$ cat src/common/arb_pkg.sv
/*
  shared widths and scan codes for the round-robin arbiter
  req_vec_t and req_idx_t match the default requester count only;
  modules sized by num_req_p build their own port widths from it
*/
package arb_pkg;

   // default requester count, used as the top-level num_req_p default
   localparam int num_req_c = 8;

   // index width for the default count
   // needs num_req_c of at least 2
   localparam int req_idx_w_c = $clog2(num_req_c);

   // one bit per requester
   // used for requests, priority masks and grants
   typedef logic [num_req_c-1:0] req_vec_t;

   // binary requester number, as reported on grant_id
   typedef logic [req_idx_w_c-1:0] req_idx_t;

   // operation code for prefix_scan
   typedef logic [1:0] scan_op_t;

   // running OR: thermometer from the first set bit onward
   localparam scan_op_t scan_or = 2'd0;

   // running AND: stays high until the first clear bit
   localparam scan_op_t scan_and = 2'd1;

   // running XOR: parity of all bits seen so far
   localparam scan_op_t scan_xor = 2'd2;

   // 2'd3 is not assigned
   // prefix_scan treats it like scan_or

endpackage

$ cat src/logic/prefix_scan.sv
/*
  log-depth prefix scan over num_req_p bits, AND, OR or XOR
  default scans from the high bit down, so the top bit passes unchanged
  lo_to_hi_p mirrors the scan, so the bottom bit passes unchanged
  op codes other than scan_and and scan_xor scan as OR
*/
`timescale 1ns/10ps

module prefix_scan
   import arb_pkg::*;
#(
   parameter int       num_req_p  = num_req_c,
   parameter scan_op_t op_p       = scan_or,
   parameter bit       lo_to_hi_p = 1'b0
)
(
   input  logic [num_req_p-1:0] in,
   output logic [num_req_p-1:0] out
);

   // number of shift-and-combine rows
   // 1 bit needs none, 2 need one, 3..4 need two, 5..8 need three
   localparam int levels_lp = (num_req_p > 1) ? $clog2(num_req_p) : 0;

   // bits shifted in at the top must not disturb the result
   // ones for AND, zeros for OR and XOR
   localparam logic [num_req_p-1:0] fill_lp = (op_p == scan_and) ? '1 : '0;

   // scan core input and result, always in high-to-low order
   logic [num_req_p-1:0] fwd_in;
   logic [num_req_p-1:0] fwd_out;

   // mirror the input for low-to-high scans
   if (lo_to_hi_p)
   begin : g_rev_in
      for (genvar k = 0; k < num_req_p; k++)
      begin : g_bit
         assign fwd_in[k] = in[num_req_p-1-k];
      end
   end
   else
   begin : g_fwd_in
      assign fwd_in = in;
   end

   // short AND scans written out flat
   // these are cheaper than the row structure below
   if ((num_req_p == 4) && (op_p == scan_and))
   begin : g_and4
      assign fwd_out = {fwd_in[3], &fwd_in[3:2], &fwd_in[3:1], &fwd_in[3:0]};
   end
   else if ((num_req_p == 3) && (op_p == scan_and))
   begin : g_and3
      assign fwd_out = {fwd_in[2], &fwd_in[2:1], &fwd_in[2:0]};
   end
   else if ((num_req_p == 2) && (op_p == scan_and))
   begin : g_and2
      assign fwd_out = {fwd_in[1], &fwd_in[1:0]};
   end
   else
   begin : g_scan_n
      // stage[j] holds the op over windows of 2**j bits
      logic [levels_lp:0][num_req_p-1:0] stage;

      assign stage[0] = fwd_in;

      for (genvar j = 0; j < levels_lp; j++)
      begin : g_row
         // partner bits sit 2**j positions higher
         logic [num_req_p-1:0] shifted;

         // shift down, refill the vacated top bits with the identity
         assign shifted = (stage[j] >> (1 << j))
                        | (fill_lp << (num_req_p - (1 << j)));

         if (op_p == scan_and)
         begin : g_and
            assign stage[j+1] = stage[j] & shifted;
         end
         else if (op_p == scan_xor)
         begin : g_xor
            assign stage[j+1] = stage[j] ^ shifted;
         end
         else
         begin : g_or
            assign stage[j+1] = stage[j] | shifted;
         end
      end

      // last row covers every bit from the top down
      assign fwd_out = stage[levels_lp];
   end

   // mirror back so out[k] covers in[k:0] for low-to-high scans
   if (lo_to_hi_p)
   begin : g_rev_out
      for (genvar k = 0; k < num_req_p; k++)
      begin : g_bit
         assign out[k] = fwd_out[num_req_p-1-k];
      end
   end
   else
   begin : g_fwd_out
      assign out = fwd_out;
   end

   // worked example, OR scan, low to high, 8 bits
   //   in          0010_1000
   //   out         1111_1000
   // the lowest set bit and everything above it read as one
   // rr_select turns that back into a one-hot grant

   // worked example, AND scan, high to low, 8 bits
   //   in          1110_1111
   //   out         1110_0000
   // bits stay high only while every bit above them is high

   // worked example, XOR scan, high to low, 8 bits
   //   in          1111_1111
   //   out         1010_1010
   // each bit holds the parity of itself and all bits above it

endmodule

$ cat src/arbiter/rr_select.sv
/*
  combinational winner selection for the round-robin arbiter
  winner is the lowest set request under prio_mask, else the lowest set request
  needs num_req_p of at least 2; all outputs are zero with no requests
*/
`timescale 1ns/10ps

module rr_select
   import arb_pkg::*;
#(
   parameter int num_req_p = num_req_c
)
(
   input  logic [num_req_p-1:0]         req,
   input  logic [num_req_p-1:0]         prio_mask,
   output logic [num_req_p-1:0]         grant,
   output logic                         grant_valid,
   output logic [$clog2(num_req_p)-1:0] grant_id
);

   localparam int idx_w_lp = $clog2(num_req_p);

   // requests at or after the pointer position
   logic [num_req_p-1:0] masked_req;

   // thermometer codes, high from the lowest set bit upward
   logic [num_req_p-1:0] masked_therm;
   logic [num_req_p-1:0] raw_therm;
   logic [num_req_p-1:0] sel_therm;

   assign masked_req = req & prio_mask;

   // scan of the requests that still have priority this round
   prefix_scan #(
      .num_req_p  (num_req_p),
      .op_p       (scan_or),
      .lo_to_hi_p (1'b1)
   ) u_masked_scan (
      .in  (masked_req),
      .out (masked_therm)
   );

   // scan of all requests
   // used when nothing is left above the pointer, which is the wrap case
   prefix_scan #(
      .num_req_p  (num_req_p),
      .op_p       (scan_or),
      .lo_to_hi_p (1'b1)
   ) u_raw_scan (
      .in  (req),
      .out (raw_therm)
   );

   // masked requests win over the wrapped search
   assign sel_therm = (|masked_req) ? masked_therm : raw_therm;

   // edge of the thermometer is the only bit that differs from its
   // lower neighbour, so this leaves just the lowest active bit
   assign grant = sel_therm ^ {sel_therm[num_req_p-2:0], 1'b0};

   // any request at all gives a winner
   assign grant_valid = |req;

   // one-hot to binary as an OR tree per index bit
   // index bit b is the OR of every grant bit whose position has bit b set
   for (genvar b = 0; b < idx_w_lp; b++)
   begin : g_enc
      logic [num_req_p-1:0] pick;

      for (genvar i = 0; i < num_req_p; i++)
      begin : g_pos
         if (((i >> b) & 1) == 1)
         begin : g_hit
            assign pick[i] = grant[i];
         end
         else
         begin : g_miss
            assign pick[i] = 1'b0;
         end
      end

      assign grant_id[b] = |pick;
   end

   // example with 8 requesters
   //   req          0100_0101
   //   prio_mask    1111_1000   last winner was requester 2
   //   masked_req   0100_0000
   //   sel_therm    1100_0000
   //   grant        0100_0000   grant_id = 6

endmodule

$ cat src/arbiter/rr_pointer.sv
/*
  registered priority mask for the round-robin arbiter
  moves only on ack with a nonzero grant; an ack with no winner is ignored
  mask bit is high for every requester strictly above the last acked winner
  resets to all ones, so requester 0 starts with top priority
*/
`timescale 1ns/10ps

module rr_pointer
#(
   parameter int num_req_p = 8
)
(
   input  logic                 clk_i,
   input  logic                 rst_n,
   input  logic [num_req_p-1:0] grant,
   input  logic                 ack,
   output logic [num_req_p-1:0] prio_mask
);

   localparam logic [num_req_p-1:0] one_lp = num_req_p'(1);

   // winner bit and every bit below it
   logic [num_req_p-1:0] at_or_below;

   // every bit strictly above the winner
   logic [num_req_p-1:0] above;

   logic [num_req_p-1:0] mask_next;

   // grant is one-hot here, so grant - 1 fills the bits below it
   assign at_or_below = grant | (grant - one_lp);
   assign above       = ~at_or_below;

   // top requester won, so nothing sits above it
   // open the whole vector and the search restarts at requester 0
   assign mask_next = (|above) ? above : '1;

   // pointer only moves when the current winner has been served
   always_ff @(posedge clk_i)
   begin
      if (!rst_n)
      begin
         prio_mask <= '1;
      end
      else if (ack && (|grant))
      begin
         prio_mask <= mask_next;
      end
   end

   // example with 8 requesters
   //   grant        0000_0100
   //   at_or_below  0000_0111
   //   mask_next    1111_1000
   // next search starts at requester 3

   // grant of 1000_0000 gives above = 0, so the mask goes back to all ones

endmodule

$ cat src/arbiter/rr_arbiter.sv
/*
  round-robin arbiter over num_req_p request levels
  grant, grant_valid and grant_id are combinational from req
  ack is a one-cycle pulse; the next winner is chosen past the acked one
  needs num_req_p of at least 2
*/
`timescale 1ns/10ps

module rr_arbiter
   import arb_pkg::*;
#(
   parameter int num_req_p = num_req_c
)
(
   input  logic                         clk_i,
   input  logic                         rst_n,
   input  logic [num_req_p-1:0]         req,
   input  logic                         ack,
   output logic [num_req_p-1:0]         grant,
   output logic                         grant_valid,
   output logic [$clog2(num_req_p)-1:0] grant_id
);

   // registered pointer, as a mask of requesters still ahead in this round
   logic [num_req_p-1:0] prio_mask;

   // the only state in the arbiter
   // samples the live grant on ack, so the mask moves one cycle later
   rr_pointer #(
      .num_req_p (num_req_p)
   ) u_pointer (
      .clk_i     (clk_i),
      .rst_n     (rst_n),
      .grant     (grant),
      .ack       (ack),
      .prio_mask (prio_mask)
   );

   // zero-cycle path from req to grant
   // uses the mask registered at the last rising edge
   rr_select #(
      .num_req_p (num_req_p)
   ) u_select (
      .req         (req),
      .prio_mask   (prio_mask),
      .grant       (grant),
      .grant_valid (grant_valid),
      .grant_id    (grant_id)
   );

   // while ack stays low the mask holds
   // the same requester keeps winning as long as req does not change

   // with no request, grant is zero, so an ack that cycle leaves the mask alone

endmodule

$ cat config.mk
export PLATFORM = sky130hd
export DESIGN_NAME = rr_arbiter
export DESIGN_NICKNAME = d
export VERILOG_FILES = /design/src/common/arb_pkg.sv /design/src/logic/prefix_scan.sv /design/src/arbiter/rr_select.sv /design/src/arbiter/rr_pointer.sv /design/src/arbiter/rr_arbiter.sv
export SDC_FILE = /design/constraint.sdc
export NUM_CORES = 1
export LEC_CHECK = 0
export ABC_AREA = 1
export BUFFER_PORTS_ARGS = -buffer_cell sky130_fd_sc_hd__buf_2
export CORE_UTILIZATION = 45
export CTS_CLUSTER_SIZE = 12
export DETAILED_ROUTE_END_ITERATION = 12
export PLACE_DENSITY = 0.71
export SETUP_SLACK_MARGIN = 0.05
export SLEW_MARGIN = 20
export SYNTH_ARGS = -nofsm -noshare
export SYNTH_HDL_FRONTEND = slang
export SYNTH_SLANG_ARGS = --single-unit
$ cat constraint.sdc
create_clock -name clk_i -period 2.7 [get_ports clk_i]
set_input_delay 0.54 -clock clk_i [delete_from_list [all_inputs] [get_ports clk_i]]
set_output_delay 0.54 -clock clk_i [all_outputs]
set_load 0.05 [all_outputs]
==> metrics.md <==
| Metric | Value |
|---|---|
| Core Area | `0.00178 sq mm` |
| Port buffer count | `22` |
| Post-CTS Hold Fix Bufs | `0` |
| Drt wl/cell | `10.5 um` |
| # nets final | `194` |
| Slew @ Worst Pin | `0.252 ns` |
| N_diodes | `0` |
| CP max FO | `9` |
| Hold-critical path endpoint | `u_pointer.prio_mask[6]$_SDFFE_PN1P_` |
| Layout cells sized above 1 | `0.318` |
| Largest regs | `u_pointer.prio_mask (8)` |
| Largest register FFs | `8` |
| Status | `complete, no violations` |
| Worst hold stages | `2` |
| Synth Cell Area | `876 sq um` |
| Setup Fix Bufs, Post-CTS | `0` |
| Synth warn | `0` |
| Share of the yosys chip area belonging to registers | `0.183` |
| Starting DRT DRC Count | `34` |
| Achievable frequency | `397 MHz` |
| Final RePlAce weighted congestion | `0.952` |
| VDD IR max | `0.372 mV` |
| Chip width | `46.1 um` |
| Mapped Nets | `167` |
| Cell Rows | `15` |
| IO Pins | `23` |
| Gate power share | `0.568` |
| Fill cells | `188` |
| Final setup vio count | `0` |
| Pwr Density | `495 mW/mm^2` |
| Leakage | `0.628 nW` |
| Switching share of power | `0.495` |
| Post-route DRC | `0` |
| Longest Clk Path Bufs | `2` |
| Crit path from | `req[0]` |
| Fin. Hold Viols | `0` |
| Clk root buf | `clkbuf_4` |
| Hold Crit Class | `flip-flop to flip-flop` |
| Clk slew on worst S/H paths | `0.05 ns` |
| Worst R2R Setup Slack | `0.57 ns` |
| CTS H-Tree Depth | `1` |
| RR Endpoint | `u_pointer.prio_mask[2]$_SDFFE_PN1P_` |
| Initial Utilization | `0.491` |
| Synthesized netlist cell count | `154` |
| Routed wire length | `2.13 mm` |
| Critical Path AT | `1.98 ns` |
| Final total power | `0.526 mW` |
| Largest Register | `u_pointer.prio_mask` |
| CP peak stage delay | `0.26 ns` |
| Distinct cells, synth | `20` |
| Area grow syn2layout | `21.4%` |
| Crit share post-route | `0.932` |
| Max stage delay cell, worst path | `ha_4` |
| NetSw | `0.260 mW` |
| Clk_lat worst skew | `0.25 ns` |
| Die Y | `46.1 um` |
| Synth Area per Inst | `5.69 sq um` |
| Gr usage total | `0.221` |
| Unrepaired setup endpoints after global routing | `false` |
| Flop pwr share | `0.267` |
| Synth Register Bits | `8` |
| Tmin final | `2.52 ns` |
| Die ar. | `0.00213 sq mm` |
| GRT overflow | `0` |
| Clock power frac | `0.165` |
| Internal Power | `0.266 mW` |
| Worst Setup Start Kind | `input pin` |
| Clk sinks | `8` |
| CP endpoint kind | `output pin` |
| Vias | `992` |
| CP cell instances | `buf_2 > nand2_2 > nand2_4 > nor2_8 > nand3_1 > nand2_2 > inv_2 > ha_4 > inv_1 > nand4_1 > buf_2` |
| Antenna violations before repair | `0` |
| Via density | `4.86` |
| First-pass DRT Iterations | `4` |
| Slew Viols, Final | `0` |
| HPWL Detailed | `1.76 mm` |
| Setup TNS | `0 ns` |
| Clock buffer count from CTS | `3` |
| R2R depth | `15` |
| Slew headroom | `0.833` |
| Number of routed nets with antenna violations | `0` |
| TritonCTS clock tree | `done` |
| Hold Crit Start | `u_pointer.prio_mask[6]$_SDFFE_PN1P_` |
| Cts repair resizes | `0` |
| First-pass GRT wire length | `3.35 mm` |
| Worst endpoint required time | `2.16 ns` |
| Max Cap Viol | `0` |
| Reg-to-Reg Start | `u_pointer.prio_mask[1]$_SDFFE_PN1P_` |
| Fin Clk Skew | `0.00664 ns` |
| Largest net degree at the start of global routing | `12` |
| Number of global-route vias before repair | `851` |
| Crit path kind | `input pin to output pin` |
-- worst max path at each step --
| stage | to | cells past startpoint |
|---|---|---|
| 5_1_grt | grant_id[0] | 11 |
| 2_1_floorplan | grant_id[0] | 4 |
| 6_report | grant_id[0] | 11 |
| 3_3_place_gp | grant_id[0] | 11 |
| 4_1_cts | grant_id[0] | 11 |
| 3_5_place_dp | grant_id[0] | 11 |
-- power by group through the flow --
stage / combinational (mW) / sequential (mW) / clock [mW]
final: 0.299 / 0.141 / 0.0868
after global routing: 0.329 / 0.142 / 0.0967
after CTS: 0.299 / 0.140 / 0.0906
after detailed placement: 0.297 / 0.142 / 0
after global placement: 0.294 / 0.142 / 0
after floorplan: 0.247 / 0.139 / 0
-- routing by layer --
metal / vias to the layer above / track usage / wire length (um)
met2: 28 / 0.363 / 987
li1: 533 / - / -
met4: 0 / 0.106 / 34
met1: 427 / 0.285 / 1040
met3: 4 / 0.0235 / 70
met5: - / 0 / 0
-- logic make-up (layout without fill, tap and decap cells) --
kind of cell,after synthesis,count (layout),synth area share
AO/OA/AOI/OAI,9,9,0.0557
adder cells (fa/ha/maj),2,2,0.0286
buffers and inverters,26,51,0.120
flip-flops,8,8,0.183
AND/OR/NAND/NOR,109,109,0.613
-- Yosys cell counts, drive strengths merged --
library cell	instances	area share
nor2	23	0.13
nand4	3	0.021
nor3	1	0.0057
ha	2	0.029
buf	1	0.013
a21oi	6	0.039
nand3b	1	0.0086
nand2	58	0.31
o21ai	3	0.017
nand3	23	0.14
dfxtp	8	0.18
inv	25	0.11
-- cell usage in the layout, fill, tap and decap left out, drive strengths merged --
master  synthesis  layout
dfxtp           8       8
buf             1      23
inv            25      25
o21ai           3       3
nand3          23      23
nand4           3       3
a21oi           6       6
nor3            1       1
ha              2       2
clkbuf          0       3
nand3b          1       1
nand2          58      58
nor2           23      23
-- critical path, delay by kind of cell --
| family | cells | cell delay [ns] |
|---|---|---|
| AND/OR/NAND/NOR | 6 | 0.67 |
| buffers and inverters | 4 | 0.49 |
| adder cells (fa/ha/maj) | 1 | 0.26 |
-- layout make-up --
| type | instances | area, sq um | share of cell area |
|---|---|---|---|
| multi-input cells | 120 | 638 | 0.600 |
| flip-flops and latches | 8 | 160 | 0.151 |
| repair buffers | 23 | 118 | 0.111 |
| inverters | 25 | 93.8 | 0.0882 |
| well taps | 25 | 31.3 | 0.0294 |
| clock buffers | 3 | 22.5 | 0.0212 |
-- stage by stage --
| step | cell area [sq um] | worst slack [ns] | hold WS [ns] | util | std cells |
|---|---|---|---|---|---|
| floorplan | 903 | 0.0553 | 0.440 | - | 154 |
| global placement | 1040 | 0.211 | 0.477 | 0.584 | 201 |
| detailed placement | 1040 | 0.182 | 0.475 | 0.584 | 201 |
| CTS | 1060 | 0.184 | 0.488 | 0.596 | 204 |
| global route | 1060 | 0.0609 | 0.511 | 0.596 | 204 |
| finish | 1060 | 0.184 | 0.493 | 0.596 | 204 |
Power figures use the tool's default switching activity.
